`src/hdl/xbar_cfg_pkg.sv`:
```
package xbar_cfg_pkg;

    // port counts
    localparam int master_num = 2;
    localparam int slave_num  = 2;

    localparam int addr_width = 16;
    localparam int data_width = 16;
    localparam int id_width   = 2;

    // slave side id carries the master index on top
    localparam int ext_id_width = id_width + $clog2(master_num);

    // outstanding aw per master awaiting w
    localparam int w_queue_depth = 2;

    localparam int slave_sel_bit = 15;

endpackage

```
`src/hdl/axi_pkg.sv`:
```
package axi_pkg;

    typedef logic [xbar_cfg_pkg::addr_width-1:0]   addr_t;
    typedef logic [xbar_cfg_pkg::data_width-1:0]   data_t;
    typedef logic [xbar_cfg_pkg::data_width/8-1:0] strb_t;
    typedef logic [xbar_cfg_pkg::id_width-1:0]     id_t;
    typedef logic [xbar_cfg_pkg::ext_id_width-1:0] ext_id_t;
    typedef logic [7:0]                            len_t;

    typedef enum logic [1:0] {
        okay   = 2'b00,
        exokay = 2'b01,
        slverr = 2'b10,
        decerr = 2'b11
    } resp_e;

    // channel an arbitration port belongs to
    typedef enum logic [1:0] {
        aw_chan,
        w_chan,
        b_chan
    } arb_chan_e;

endpackage

```
`src/hdl/arb_if.sv`:
```
`timescale 1ns/100ps

interface arb_if #(
    parameter axi_pkg::arb_chan_e chan      = axi_pkg::aw_chan,
    parameter int                 senders   = xbar_cfg_pkg::master_num,
    parameter int                 receivers = xbar_cfg_pkg::slave_num
);

    // one-hot wanted receiver per sender
    logic [senders-1:0][receivers-1:0] req;
    logic [senders-1:0][receivers-1:0] grant;
    logic [senders-1:0]                fire;
    // fire closes the unit of work
    logic [senders-1:0]                last;

    modport arbiter (input req, input fire, input last, output grant);
    modport router (output req, output fire, output last, input grant);

endinterface

```
`src/hdl/aw_router.sv`:
```
`timescale 1ns/100ps

module aw_router (
    input  logic                                clk,
    input  logic                                reset,
    input  logic [xbar_cfg_pkg::master_num-1:0] m_awvalid,
    output logic [xbar_cfg_pkg::master_num-1:0] m_awready,
    input  axi_pkg::id_t                        m_awid   [xbar_cfg_pkg::master_num],
    input  axi_pkg::addr_t                      m_awaddr [xbar_cfg_pkg::master_num],
    input  axi_pkg::len_t                       m_awlen  [xbar_cfg_pkg::master_num],
    output logic [xbar_cfg_pkg::slave_num-1:0]  s_awvalid,
    input  logic [xbar_cfg_pkg::slave_num-1:0]  s_awready,
    output axi_pkg::ext_id_t                    s_awid   [xbar_cfg_pkg::slave_num],
    output axi_pkg::addr_t                      s_awaddr [xbar_cfg_pkg::slave_num],
    output axi_pkg::len_t                       s_awlen  [xbar_cfg_pkg::slave_num],
    arb_if.router                               aw_arb,
    input  logic [xbar_cfg_pkg::master_num-1:0] queue_full,
    output logic [xbar_cfg_pkg::slave_num-1:0]  aw_route [xbar_cfg_pkg::master_num],
    output logic [xbar_cfg_pkg::master_num-1:0] aw_push
);

    localparam int head_w = xbar_cfg_pkg::ext_id_width - xbar_cfg_pkg::id_width;

    logic [xbar_cfg_pkg::slave_num-1:0]  sel [xbar_cfg_pkg::master_num];
    axi_pkg::ext_id_t                    ext_id [xbar_cfg_pkg::master_num];
    logic [xbar_cfg_pkg::master_num-1:0] granted;
    // shown to a slave last cycle but not taken
    logic [xbar_cfg_pkg::master_num-1:0] stalled;
    logic [xbar_cfg_pkg::master_num-1:0] blocked;

    for (genvar m = 0; m < xbar_cfg_pkg::master_num; m++) begin : g_id
        assign ext_id[m] = {head_w'(m), m_awid[m]};
    end

    always_comb begin
        for (int m = 0; m < xbar_cfg_pkg::master_num; m++) begin
            sel[m] = '0;
            sel[m][m_awaddr[m][xbar_cfg_pkg::slave_sel_bit]] = 1'b1;
        end
        // keep a waiting aw on its slave until accepted
        for (int m = 0; m < xbar_cfg_pkg::master_num; m++) begin
            blocked[m] = 1'b0;
            for (int o = 0; o < xbar_cfg_pkg::master_num; o++) begin
                if (o != m && stalled[o] && sel[o] == sel[m]) begin
                    blocked[m] = 1'b1;
                end
            end
            aw_arb.req[m] = (m_awvalid[m] && !queue_full[m] && !blocked[m]) ? sel[m] : '0;
            granted[m]    = |aw_arb.grant[m];
            m_awready[m]  = |(aw_arb.grant[m] & s_awready);
        end
    end

    always_comb begin
        for (int r = 0; r < xbar_cfg_pkg::slave_num; r++) begin
            s_awvalid[r] = 1'b0;
            s_awid[r]    = '0;
            s_awaddr[r]  = '0;
            s_awlen[r]   = '0;
            for (int m = 0; m < xbar_cfg_pkg::master_num; m++) begin
                if (aw_arb.grant[m][r]) begin
                    s_awvalid[r] = m_awvalid[m];
                    s_awid[r]    = ext_id[m];
                    s_awaddr[r]  = m_awaddr[m];
                    s_awlen[r]   = m_awlen[m];
                end
            end
        end
    end

    always_ff @(posedge clk) begin
        if (reset) begin
            stalled <= '0;
        end else begin
            stalled <= m_awvalid & granted & ~m_awready;
        end
    end

    assign aw_arb.fire = m_awvalid & m_awready;
    assign aw_arb.last = aw_arb.fire;
    assign aw_push     = aw_arb.fire;
    assign aw_route    = sel;

endmodule

```
`src/hdl/axi_write_xbar.sv`:
```
`timescale 1ns/100ps

module axi_write_xbar (
    input  logic                                clk,
    input  logic                                reset,
    // master side
    input  logic [xbar_cfg_pkg::master_num-1:0] m_awvalid,
    output logic [xbar_cfg_pkg::master_num-1:0] m_awready,
    input  axi_pkg::id_t                        m_awid   [xbar_cfg_pkg::master_num],
    input  axi_pkg::addr_t                      m_awaddr [xbar_cfg_pkg::master_num],
    input  axi_pkg::len_t                       m_awlen  [xbar_cfg_pkg::master_num],
    input  logic [xbar_cfg_pkg::master_num-1:0] m_wvalid,
    output logic [xbar_cfg_pkg::master_num-1:0] m_wready,
    input  axi_pkg::data_t                      m_wdata  [xbar_cfg_pkg::master_num],
    input  axi_pkg::strb_t                      m_wstrb  [xbar_cfg_pkg::master_num],
    input  logic [xbar_cfg_pkg::master_num-1:0] m_wlast,
    output logic [xbar_cfg_pkg::master_num-1:0] m_bvalid,
    input  logic [xbar_cfg_pkg::master_num-1:0] m_bready,
    output axi_pkg::id_t                        m_bid    [xbar_cfg_pkg::master_num],
    output axi_pkg::resp_e                      m_bresp  [xbar_cfg_pkg::master_num],
    // slave side
    output logic [xbar_cfg_pkg::slave_num-1:0]  s_awvalid,
    input  logic [xbar_cfg_pkg::slave_num-1:0]  s_awready,
    output axi_pkg::ext_id_t                    s_awid   [xbar_cfg_pkg::slave_num],
    output axi_pkg::addr_t                      s_awaddr [xbar_cfg_pkg::slave_num],
    output axi_pkg::len_t                       s_awlen  [xbar_cfg_pkg::slave_num],
    output logic [xbar_cfg_pkg::slave_num-1:0]  s_wvalid,
    input  logic [xbar_cfg_pkg::slave_num-1:0]  s_wready,
    output axi_pkg::data_t                      s_wdata  [xbar_cfg_pkg::slave_num],
    output axi_pkg::strb_t                      s_wstrb  [xbar_cfg_pkg::slave_num],
    output logic [xbar_cfg_pkg::slave_num-1:0]  s_wlast,
    input  logic [xbar_cfg_pkg::slave_num-1:0]  s_bvalid,
    output logic [xbar_cfg_pkg::slave_num-1:0]  s_bready,
    input  axi_pkg::ext_id_t                    s_bid    [xbar_cfg_pkg::slave_num],
    input  axi_pkg::resp_e                      s_bresp  [xbar_cfg_pkg::slave_num]
);

    logic [xbar_cfg_pkg::slave_num-1:0]  aw_route [xbar_cfg_pkg::master_num];
    logic [xbar_cfg_pkg::master_num-1:0] aw_push;
    logic [xbar_cfg_pkg::master_num-1:0] queue_full;

    arb_if #(.chan(axi_pkg::aw_chan), .senders(xbar_cfg_pkg::master_num),
             .receivers(xbar_cfg_pkg::slave_num)) aw_arb ();
    arb_if #(.chan(axi_pkg::w_chan), .senders(xbar_cfg_pkg::master_num),
             .receivers(xbar_cfg_pkg::slave_num)) w_arb ();
    // responses flow slave to master
    arb_if #(.chan(axi_pkg::b_chan), .senders(xbar_cfg_pkg::slave_num),
             .receivers(xbar_cfg_pkg::master_num)) b_arb ();

    write_arbiter arb (.clk(clk), .reset(reset), .aw_arb(aw_arb), .w_arb(w_arb), .b_arb(b_arb));

    aw_router aw_rt (
        .clk(clk), .reset(reset),
        .m_awvalid(m_awvalid), .m_awready(m_awready), .m_awid(m_awid),
        .m_awaddr(m_awaddr), .m_awlen(m_awlen),
        .s_awvalid(s_awvalid), .s_awready(s_awready), .s_awid(s_awid),
        .s_awaddr(s_awaddr), .s_awlen(s_awlen),
        .aw_arb(aw_arb), .queue_full(queue_full), .aw_route(aw_route), .aw_push(aw_push)
    );

    w_router w_rt (
        .clk(clk), .reset(reset),
        .m_wvalid(m_wvalid), .m_wready(m_wready), .m_wdata(m_wdata),
        .m_wstrb(m_wstrb), .m_wlast(m_wlast),
        .s_wvalid(s_wvalid), .s_wready(s_wready), .s_wdata(s_wdata),
        .s_wstrb(s_wstrb), .s_wlast(s_wlast),
        .w_arb(w_arb), .aw_route(aw_route), .aw_push(aw_push), .queue_full(queue_full)
    );

    b_router b_rt (
        .s_bvalid(s_bvalid), .s_bready(s_bready), .s_bid(s_bid), .s_bresp(s_bresp),
        .m_bvalid(m_bvalid), .m_bready(m_bready), .m_bid(m_bid), .m_bresp(m_bresp),
        .b_arb(b_arb)
    );

endmodule

```
`src/hdl/b_router.sv`:
```
`timescale 1ns/100ps

module b_router (
    input  logic [xbar_cfg_pkg::slave_num-1:0]  s_bvalid,
    output logic [xbar_cfg_pkg::slave_num-1:0]  s_bready,
    input  axi_pkg::ext_id_t                    s_bid   [xbar_cfg_pkg::slave_num],
    input  axi_pkg::resp_e                      s_bresp [xbar_cfg_pkg::slave_num],
    output logic [xbar_cfg_pkg::master_num-1:0] m_bvalid,
    input  logic [xbar_cfg_pkg::master_num-1:0] m_bready,
    output axi_pkg::id_t                        m_bid   [xbar_cfg_pkg::master_num],
    output axi_pkg::resp_e                      m_bresp [xbar_cfg_pkg::master_num],
    arb_if.router                               b_arb
);

    localparam int head_w = xbar_cfg_pkg::ext_id_width - xbar_cfg_pkg::id_width;

    logic [head_w-1:0] head   [xbar_cfg_pkg::slave_num];
    axi_pkg::id_t      low_id [xbar_cfg_pkg::slave_num];

    always_comb begin
        for (int r = 0; r < xbar_cfg_pkg::slave_num; r++) begin
            {head[r], low_id[r]} = s_bid[r];
            // head bits name the master that issued the write
            b_arb.req[r] = '0;
            if (s_bvalid[r]) begin
                b_arb.req[r][head[r]] = 1'b1;
            end
            s_bready[r] = |(b_arb.grant[r] & m_bready);
        end
    end

    always_comb begin
        for (int m = 0; m < xbar_cfg_pkg::master_num; m++) begin
            m_bvalid[m] = 1'b0;
            m_bid[m]    = '0;
            m_bresp[m]  = axi_pkg::okay;
            for (int r = 0; r < xbar_cfg_pkg::slave_num; r++) begin
                if (b_arb.grant[r][m]) begin
                    m_bvalid[m] = s_bvalid[r];
                    m_bid[m]    = low_id[r];
                    m_bresp[m]  = s_bresp[r];
                end
            end
        end
    end

    assign b_arb.fire = s_bvalid & s_bready;
    assign b_arb.last = b_arb.fire;

endmodule

```
`src/hdl/w_router.sv`:
```
`timescale 1ns/100ps

module w_router (
    input  logic                                clk,
    input  logic                                reset,
    input  logic [xbar_cfg_pkg::master_num-1:0] m_wvalid,
    output logic [xbar_cfg_pkg::master_num-1:0] m_wready,
    input  axi_pkg::data_t                      m_wdata [xbar_cfg_pkg::master_num],
    input  axi_pkg::strb_t                      m_wstrb [xbar_cfg_pkg::master_num],
    input  logic [xbar_cfg_pkg::master_num-1:0] m_wlast,
    output logic [xbar_cfg_pkg::slave_num-1:0]  s_wvalid,
    input  logic [xbar_cfg_pkg::slave_num-1:0]  s_wready,
    output axi_pkg::data_t                      s_wdata [xbar_cfg_pkg::slave_num],
    output axi_pkg::strb_t                      s_wstrb [xbar_cfg_pkg::slave_num],
    output logic [xbar_cfg_pkg::slave_num-1:0]  s_wlast,
    arb_if.router                               w_arb,
    input  logic [xbar_cfg_pkg::slave_num-1:0]  aw_route [xbar_cfg_pkg::master_num],
    input  logic [xbar_cfg_pkg::master_num-1:0] aw_push,
    output logic [xbar_cfg_pkg::master_num-1:0] queue_full
);

    localparam int depth = xbar_cfg_pkg::w_queue_depth;
    localparam int ptr_w = (depth > 1) ? $clog2(depth) : 1;
    localparam int cnt_w = $clog2(depth + 1);

    // route select per queued aw
    logic [xbar_cfg_pkg::slave_num-1:0]  queue [xbar_cfg_pkg::master_num][depth];
    logic [ptr_w-1:0]                    wr_ptr [xbar_cfg_pkg::master_num];
    logic [ptr_w-1:0]                    rd_ptr [xbar_cfg_pkg::master_num];
    logic [cnt_w-1:0]                    count  [xbar_cfg_pkg::master_num];
    logic [xbar_cfg_pkg::master_num-1:0] pop;

    function automatic logic [ptr_w-1:0] next_ptr(input logic [ptr_w-1:0] ptr);
        return (ptr == ptr_w'(depth - 1)) ? '0 : ptr + 1'b1;
    endfunction

    always_ff @(posedge clk) begin
        if (reset) begin
            for (int m = 0; m < xbar_cfg_pkg::master_num; m++) begin
                wr_ptr[m] <= '0;
                rd_ptr[m] <= '0;
                count[m]  <= '0;
            end
        end else begin
            for (int m = 0; m < xbar_cfg_pkg::master_num; m++) begin
                if (aw_push[m]) begin
                    wr_ptr[m] <= next_ptr(wr_ptr[m]);
                end
                if (pop[m]) begin
                    rd_ptr[m] <= next_ptr(rd_ptr[m]);
                end
                count[m] <= count[m] + cnt_w'(aw_push[m]) - cnt_w'(pop[m]);
            end
        end
    end

    always_ff @(posedge clk) begin
        for (int m = 0; m < xbar_cfg_pkg::master_num; m++) begin
            if (aw_push[m]) begin
                queue[m][wr_ptr[m]] <= aw_route[m];
            end
        end
    end

    always_comb begin
        for (int m = 0; m < xbar_cfg_pkg::master_num; m++) begin
            queue_full[m] = (count[m] == cnt_w'(depth));
            // head entry steers the beats, nothing while empty
            w_arb.req[m]  = (m_wvalid[m] && count[m] != '0) ? queue[m][rd_ptr[m]] : '0;
            m_wready[m]   = |(w_arb.grant[m] & s_wready);
        end
    end

    always_comb begin
        for (int r = 0; r < xbar_cfg_pkg::slave_num; r++) begin
            s_wvalid[r] = 1'b0;
            s_wdata[r]  = '0;
            s_wstrb[r]  = '0;
            s_wlast[r]  = 1'b0;
            for (int m = 0; m < xbar_cfg_pkg::master_num; m++) begin
                if (w_arb.grant[m][r]) begin
                    s_wvalid[r] = m_wvalid[m];
                    s_wdata[r]  = m_wdata[m];
                    s_wstrb[r]  = m_wstrb[m];
                    s_wlast[r]  = m_wlast[m];
                end
            end
        end
    end

    assign w_arb.fire = m_wvalid & m_wready;
    assign w_arb.last = w_arb.fire & m_wlast;
    assign pop        = w_arb.last;

endmodule

```
`src/hdl/write_arbiter.sv`:
```
`timescale 1ns/100ps

module write_arbiter (
    input logic    clk,
    input logic    reset,
    arb_if.arbiter aw_arb,
    arb_if.arbiter w_arb,
    arb_if.arbiter b_arb
);

    // square crossbar, one count for senders and receivers
    localparam int n     = xbar_cfg_pkg::master_num;
    localparam int sel_w = (n > 1) ? $clog2(n) : 1;
    localparam logic [sel_w-1:0] low_init = sel_w'(n - 1);

    // lowest priority sender per channel
    logic [sel_w-1:0] aw_low;
    logic [sel_w-1:0] w_low;
    logic [sel_w-1:0] b_low;
    // w burst in flight per sender
    logic [n-1:0]     w_open;

    function automatic logic [n-1:0][n-1:0] pick(
        input axi_pkg::arb_chan_e     chan,
        input logic [n-1:0][n-1:0]    req,
        input logic [sel_w-1:0]       low,
        input logic [n-1:0]           open
    );
        logic [n-1:0][n-1:0] grant;
        int                  s;
        grant = '0;
        for (int r = 0; r < n; r++) begin
            logic done;
            done = 1'b0;
            // an open w burst keeps its receiver
            if (chan == axi_pkg::w_chan) begin
                for (int k = 0; k < n; k++) begin
                    if (open[k] && req[k][r]) begin
                        grant[k][r] = 1'b1;
                        done = 1'b1;
                    end
                end
            end
            for (int k = 1; k <= n; k++) begin
                s = (int'(low) + k) % n;
                if (!done && req[s][r]) begin
                    grant[s][r] = 1'b1;
                    done = 1'b1;
                end
            end
        end
        return grant;
    endfunction

    function automatic logic [sel_w-1:0] next_low(
        input logic [n-1:0]     fire,
        input logic [n-1:0]     last,
        input logic [sel_w-1:0] low
    );
        logic [sel_w-1:0] res;
        res = low;
        for (int s = 0; s < n; s++) begin
            if (fire[s] && last[s]) begin
                res = sel_w'(s);
            end
        end
        return res;
    endfunction

    always_ff @(posedge clk) begin
        if (reset) begin
            aw_low <= low_init;
            w_low  <= low_init;
            b_low  <= low_init;
            w_open <= '0;
        end else begin
            aw_low <= next_low(aw_arb.fire, aw_arb.last, aw_low);
            w_low  <= next_low(w_arb.fire, w_arb.last, w_low);
            b_low  <= next_low(b_arb.fire, b_arb.last, b_low);
            w_open <= (w_open | w_arb.fire) & ~(w_arb.fire & w_arb.last);
        end
    end

    // hold flags only take effect on w
    assign aw_arb.grant = pick(aw_arb.chan, aw_arb.req, aw_low, w_open);
    assign w_arb.grant  = pick(w_arb.chan, w_arb.req, w_low, w_open);
    assign b_arb.grant  = pick(b_arb.chan, b_arb.req, b_low, w_open);

endmodule

```
`config.mk`:
```
export PLATFORM = sky130hd
export DESIGN_NAME = axi_write_xbar
export DESIGN_NICKNAME = d
export VERILOG_FILES = /design/src/hdl/xbar_cfg_pkg.sv /design/src/hdl/axi_pkg.sv /design/src/hdl/arb_if.sv /design/src/hdl/aw_router.sv /design/src/hdl/axi_write_xbar.sv /design/src/hdl/b_router.sv /design/src/hdl/w_router.sv /design/src/hdl/write_arbiter.sv
export SDC_FILE = /design/constraint.sdc
export NUM_CORES = 1
export LEC_CHECK = 0
export ABC_CLOCK_PERIOD_IN_PS = 3800
export BUFFER_PORTS_ARGS = -buffer_cell sky130_fd_sc_hd__buf_4
export CAP_MARGIN = 25
export CORE_MARGIN = 2
export CORE_UTILIZATION = 30
export CTS_CLUSTER_SIZE = 24
export DETAILED_ROUTE_END_ITERATION = 7
export HOLD_SLACK_MARGIN = 0.06
export PLACE_DENSITY = 0.62
export SKIP_LAST_GASP = 1
export SLEW_MARGIN = 20
export SYNTH_ARGS = -nofsm -noshare
export SYNTH_HDL_FRONTEND = slang
export SYNTH_HIERARCHICAL = 1
export SYNTH_SLANG_ARGS = --single-unit
export TNS_END_PERCENT = 5
```
`constraint.sdc`:
```
create_clock -name clk -period 3.8 [get_ports clk]
set_input_delay 0.38 -clock clk [delete_from_list [all_inputs] [get_ports clk]]
set_output_delay 0.38 -clock clk [all_outputs]
set_load 0.02 [all_outputs]
```
* After elaboration in Yosys (flattened, before gate mapping)
Memories as Yosys holds them, arrays and structs flattened.
Index checks and enable logic that the tools add are counted.
** Cells by class
- Add/subtract/negate cells :: 14
- Multiply operators :: 0
- Div/mod/pow operators :: 0
- Order comparisons :: 26
- Eq/ne operators :: 4
- Shifts and indexed selects :: 0
- Mux-type cells :: 164
- Bitwise logic cells :: 43
- Reductions and logical operators :: 59
** Operator list (count)
- 16-bit two-way mux :: 8
- 2-bit two-way mux :: 54
- 1-bit two-way mux :: 64
- 4-bit two-way mux :: 14
- 4-bit OR :: 9
- 1-bit logical AND :: 34
- 8-bit two-way mux :: 4
- 2-bit bitwise AND :: 14
- 2-bit demux with 1-bit select :: 14
- 2-bit OR reduction :: 11
- 2-bit by 3-bit less-than comparator with 1-bit output (second input constant) :: 6
- 2-bit by 1-bit >= comparator with 1-bit output (second input constant) :: 6
- 1-bit zero test :: 12
- 1-bit adder (second input constant) :: 10
- 2-bit >= comparator (second input constant) :: 4
- 1-bit by 2-bit less-than comparator with 1-bit output (second input constant) :: 4
- 1-bit inverter with 2-bit output :: 4
- 1-bit bitwise AND (first input constant) :: 6
- 3-bit two-way mux :: 2
- 1-bit OR :: 6
- 2-bit by 1-bit adder with 2-bit output :: 2
- 1-bit demux with 1-bit select :: 4
- 2-bit == test :: 2
- 2-bit == test (second input constant) :: 2
- 7 further kinds :: 14
** Storage, ports and cells
- Register bits :: 7
- Latch bits :: 0
- RAM bits :: 16
- Bits in read-only memories :: 0
- Input port bits :: 114
- Output and inout bits :: 112
- Word-level logic and storage cells :: 319
- Memories kept :: 4
** Memories
- w_rt.queue :: depth 2, width 4, read ports 2, clocked after Yosys merged registers in 0, wr ports 2, line w_router.sv:27 : logic [xbar_cfg_pkg::slave_num-1:0] queue [xbar_cfg_pkg::master_num][depth];
- w_rt.count :: depth 2, width 2, read ports 2, clocked after Yosys merged registers in 0, wr ports 2, line w_router.sv:30 : logic [cnt_w-1:0] count [xbar_cfg_pkg::master_num];
- w_rt.rd_ptr :: depth 2, width 1, read ports 2, clocked after Yosys merged registers in 0, wr ports 2, line w_router.sv:29 : logic [ptr_w-1:0] rd_ptr [xbar_cfg_pkg::master_num];
- w_rt.wr_ptr :: depth 2, width 1, read ports 2, clocked after Yosys merged registers in 0, wr ports 2, line w_router.sv:28 : logic [ptr_w-1:0] wr_ptr [xbar_cfg_pkg::master_num];

* Logic depth before layout (Yosys ltp)
- Depth in word-level cells :: 28
- Mapped depth :: 13
- Gate-level depth less buffers :: 12

* Modules after synthesis
The synthesis kept the hierarchy.
** By module, submodules not included
- w_router :: instances 1, cells each 135, area each 1238.7 um^2, seq. area each 440.4 um^2
- aw_router :: instances 1, cells each 105, area each 853.3 um^2, seq. area each 40.0 um^2
- write_arbiter :: instances 1, cells each 33, area each 290.3 um^2, seq. area each 100.1 um^2
- b_router :: instances 1, cells each 36, area each 220.2 um^2, seq. area each 0.0 um^2

* Worst setup path before layout
Ideal clock, no wire load.
- Kind :: reg-to-reg
- Start point :: mem w_rt/count[0][3] (netlist bit)
- End point :: mem w_rt/count[0][3] (netlist bit)
- Setup time :: 0.125 ns
- Arrival :: 2.443 ns
- Required time :: 3.675 ns
- Path slack :: 1.232 ns
- Stages on the path, launching flop included :: 11
- Buffers on the path :: 1
- Clock period less this slack :: 2.568 ns
- Path through :: dfxtp_1 > nor2b_1 > a2111oi_2 > a21boi_0 > a22o_1 > and2_1 > buf_4 > ha_1 > xor2_1 > xnor2_1 > nor2_1
** RTL lines (line)
- from (decl) :: w_router.sv:30

==> results_tabular.tex <==
\begin{tabular}{lr}
\hline
Metric & Value \\
\hline
\multicolumn{2}{l}{\textbf{Timing}} \\
\quad Smallest setup slack after layout & 0.774 ns \\
\quad Final Hold Vio Count & 0 \\
\quad Total negative slack & 0 ns \\
\quad Top achievable clock speed & 330 MHz \\
\quad Max-slew violations & 0 \\
\quad Setup violations, final & 0 \\
\quad Clock tree skew after final layout & 0.00644 ns \\
\quad Actual slew at the worst max-slew pin & 0.761 ns \\
\quad Max-Slew Margin vs Limit & about 49\% \\
\quad Setup repair after global routing missed its margin & no \\
\quad Min cycle time layout & 3.03 ns \\
\quad Final clock period utilization by the worst path & 79.6\% \\
\multicolumn{2}{l}{\textbf{Synthesis}} \\
\quad Avg Cell Area, Syn & 8.42 sq um \\
\quad Share of flip-flops with an asynchronous set or reset & 0\% \\
\quad Largest family of logic cells by synthesized area & compound AO/OA/AOI/OAI gates \\
\quad Prevailing post-synth register cell & sky130\_fd\_sc\_hd\_\_edfxtp\_1 \\
\quad Fraction of synthesized cell area in xor and xnor cells & 1.35\% \\
\quad Net count of the mapped netlist & around 430 \\
\quad Synthesized-area fraction occupied by and/or/nand/nor cells & 17.8\% \\
\quad Number of warnings issued by yosys & 6 \\
\quad Count of mapped cells out of synthesis & approximately 310 \\
\quad Sequential fraction of the synthesis area & 22.3\% \\
\quad Share of the synthesized area in compound gates (AO/OA/AOI/OAI) & 43.6\% \\
\quad Proportion of synthesized area in mux cells & under 10\% \\
\quad EDFF count, synth & 12 \\
\quad Cell types occupying the most area after synthesis & sky130\_fd\_sc\_hd\_\_a22o\_1 (30\%), sky130\_fd\_sc\_hd\_\_edfxtp\_1 (14\%), sky130\_fd\_sc\_hd\_\_dfxtp\_1 (8.5\%) \\
\quad Largest area contributor in the netlist & sky130\_fd\_sc\_hd\_\_a22o\_1 \\
\quad Number of storage elements in the synthesis netlist & 23 \\
\quad Netlist cell types & 40 \\
\quad Post-synthesis adder-cell area fraction & 1.92\% \\
\quad Share of the synthesized area in the top cell type & 29.6\% \\
\quad Cell Area, Synth & 0.00260 sq mm \\
\multicolumn{2}{l}{\textbf{Critical path}} \\
\quad CP Data Required Time & 3.42 ns \\
\quad Type of element capturing the critical path & output pin \\
\quad Cell chain of the critical path & nor2b\_1 > a2111oi\_2 > a21boi\_2 > buf\_4 > nor2b\_2 > buf\_4 > a22o\_1 > buf\_4 \\
\quad Critical Path Fanout Max & 25 \\
\quad Worst r2r src & w\_rt/count[0][3] \\
\quad Most numerous cell on the critical path & sky130\_fd\_sc\_hd\_\_buf\_4 \\
\quad Critical-path top delay cell & sky130\_fd\_sc\_hd\_\_a21boi\_2 \\
\quad Critical path origin & w\_rt/count[0][3] \\
\quad Critical path arrival & around 2.7 ns \\
\quad Largest incremental delay on the critical path & 0.45 ns \\
\quad Classification of the worst setup path & flop to output pin \\
\quad Sort of element at the start of the critical path & flop \\
\multicolumn{2}{l}{\textbf{Place}} \\
\quad Last weighted congestion value of the routability-driven placer & roughly 0.9 \\
\quad Count of buffers from port buffering & 225 \\
\quad Dpl hpwl & 8340 microns \\
\quad Placement Cell Area & 0.00424 sq mm \\
\quad Setup slack after placement & 0.925 ns \\
\multicolumn{2}{l}{\textbf{Worst hold path}} \\
\quad Launch point of the worst hold path & m\_awaddr[31] \\
\quad HP Class & primary input to flop \\
\multicolumn{2}{l}{\textbf{Status}} \\
\quad Outcome & complete, no violations \\
\multicolumn{2}{l}{\textbf{Global route}} \\
\quad Grt ovf & 0 \\
\quad Largest net degree at the start of global routing & 30 \\
\quad Number of global-route vias before repair & 3043 \\
\quad Initial antenna violation count & 0 \\
\quad First-pass GRT wire length & approximately 15000 microns \\
\quad Overall routing resource usage & 19.6\% \\
\multicolumn{2}{l}{\textbf{Clocking}} \\
\quad Count of buffers added by post-CTS timing repair for setup & 0 \\
\quad Cell chosen for the clock root & sky130\_fd\_sc\_hd\_\_clkbuf\_8 \\
\quad CTS tree & built \\
\quad Clk\_lat worst skew & 0.27 ns \\
\quad Clock-pin slew on the worst setup and hold paths & 0.09 ns \\
\quad TritonCTS sink count & 23 \\
\quad Maximum root-to-sink buffer count & 2 \\
\quad Number of levels in the clock H-tree & 1 \\
\quad Number of gates given a new drive strength after cts & 0 \\
\quad Number of hold buffers added after CTS & 0 \\
\quad CTS Buf Count & 3 \\
\multicolumn{2}{l}{\textbf{Detailed routing}} \\
\quad Number of search-and-repair iterations in the first detailed-routing pass & 4 \\
\quad Residual DRC & 0 \\
\quad Routed via count divided by cell count & 5.16 \\
\quad Average wire per cell in the routed design & 16.2 microns \\
\quad Number of routed nets with antenna violations & 0 \\
\quad Via Count & 3176 \\
\quad Wirelength, routed & 10000 microns \\
\quad Number of violations reported at the end of detailed-routing iteration 0 & between 100 and 150 \\
\multicolumn{2}{l}{\textbf{Pwr}} \\
\quad PD cells & between 200 and 250 mW/mm\^{}2 \\
\quad Peak supply drop & $\sim$0.13 mV \\
\quad Static Leak & approximately 2.1 nW \\
\multicolumn{2}{l}{\textbf{Die}} \\
\quad Site row count & 33 \\
\quad Total die area & 0.00944 sq mm \\
\quad Floorplan core area & around 0.0083 sq mm \\
\quad Die outline width & 97.1 microns \\
\quad Effective utilization at floorplan & 31.4\% \\
\quad Die Height & 97.1 microns \\
\quad Number of I/O pins & 226 \\
\multicolumn{2}{l}{\textbf{Layout}} \\
\quad Most common cell after layout, fill and taps aside & sky130\_fd\_sc\_hd\_\_buf\_4 \\
\quad Most frequent cells in the layout & sky130\_fd\_sc\_hd\_\_buf\_4 (233), sky130\_fd\_sc\_hd\_\_a22o\_1 (88), sky130\_fd\_sc\_hd\_\_nand2\_1 (43) \\
\quad Final cell utilization of the core & 51.6\% \\
\quad Cell area after layout & 0.00429 sq mm \\
\quad Nets & 630 \\
\quad Layout area overhead & 64.7\% \\
\quad Fraction of layout cells with a size suffix above 1 & 50.5\% \\
\quad Number of antenna repair diodes & 0 \\
\multicolumn{2}{l}{\textbf{Job}} \\
\quad Max\_cap viols & 0 \\
\hline
\end{tabular}
[stage by stage]
stage	hold WS (ns)	cells	power (mW)
3_3_place_gp	0.502	612	0.766
2_1_floorplan	0.454	309	0.532
3_5_place_dp	0.495	612	0.769
4_1_cts	0.363	616	0.929
5_1_grt	0.361	616	0.968
6_report	0.369	616	0.918
[cells by family after synthesis]
| family | Yosys count |
|---|---|
| xor+xnor | 4 |
| flops | 23 |
| buf+inv | 47 |
| fa+ha+maj | 4 |
| compound gates | 135 |
| mux | 4 |
| simple gates | 92 |
[synthesized netlist by cell type (all sizes together) (5+ instances only)]
cell,instances
o21ai,22
dfxtp,11
nand2,43
inv,12
buf,30
nor2b,15
clkbuf,5
edfxtp,12
nor2,12
and2,12
a22o,90
a21boi,8
[final timing paths]
check,endpoint,slack (ns),cells past startpoint
min reg2reg,arb/w_low,0.52,1
min,w_rt/queue[0][3],0.37,1
max,s_awaddr[31],0.77,8
max reg2reg,w_rt/count[0][3],1.06,9
[layer usage]
layer	track usage, %	part of all wire (%)	routed length, microns
met4	1.84	0.59	59
met5	0	0	0
met1	21.9	38	3810
met3	4.39	7.4	742
met2	38.8	54	5390
[power breakdown]
group | switching [mW] | total, mW | internal, mW | leakage, nW
combinational | 0.251 | 0.486 | 0.236 | 1.89
sequential | 0.00592 | 0.276 | 0.270 | 0.203
clock | 0.0820 | 0.156 | 0.0742 | 0.0217
[cell type report]
class	count	area, sq um
clock buffer	3	41.3
clock inverter	1	7.51
fill	807	4010
inverter	12	45.0
multi-input combinational	239	1730
sequential	23	581
tap	105	131
timing repair buffer	233	1750
[flip-flops by register name (all words and copies together) (netlist names), named ones only]
name / flops
arb/aw_low: 1
arb/b_low: 1
arb/w_low: 1
aw_rt/stalled: 2
w_rt/count: 4
w_rt/queue: 8
w_rt/rd_ptr: 2
w_rt/wr_ptr: 2
[worst max-delay path: cells and delay by family (launching register included)]
kind                   cells  cell delay, ns
AND/OR/NAND/NOR            2            0.24
buffers and inverters      3            0.73
AO/OA/AOI/OAI              3            1.05
flip-flops                 1            0.34
No activity file was read; power rests on OpenSTA's default activity.
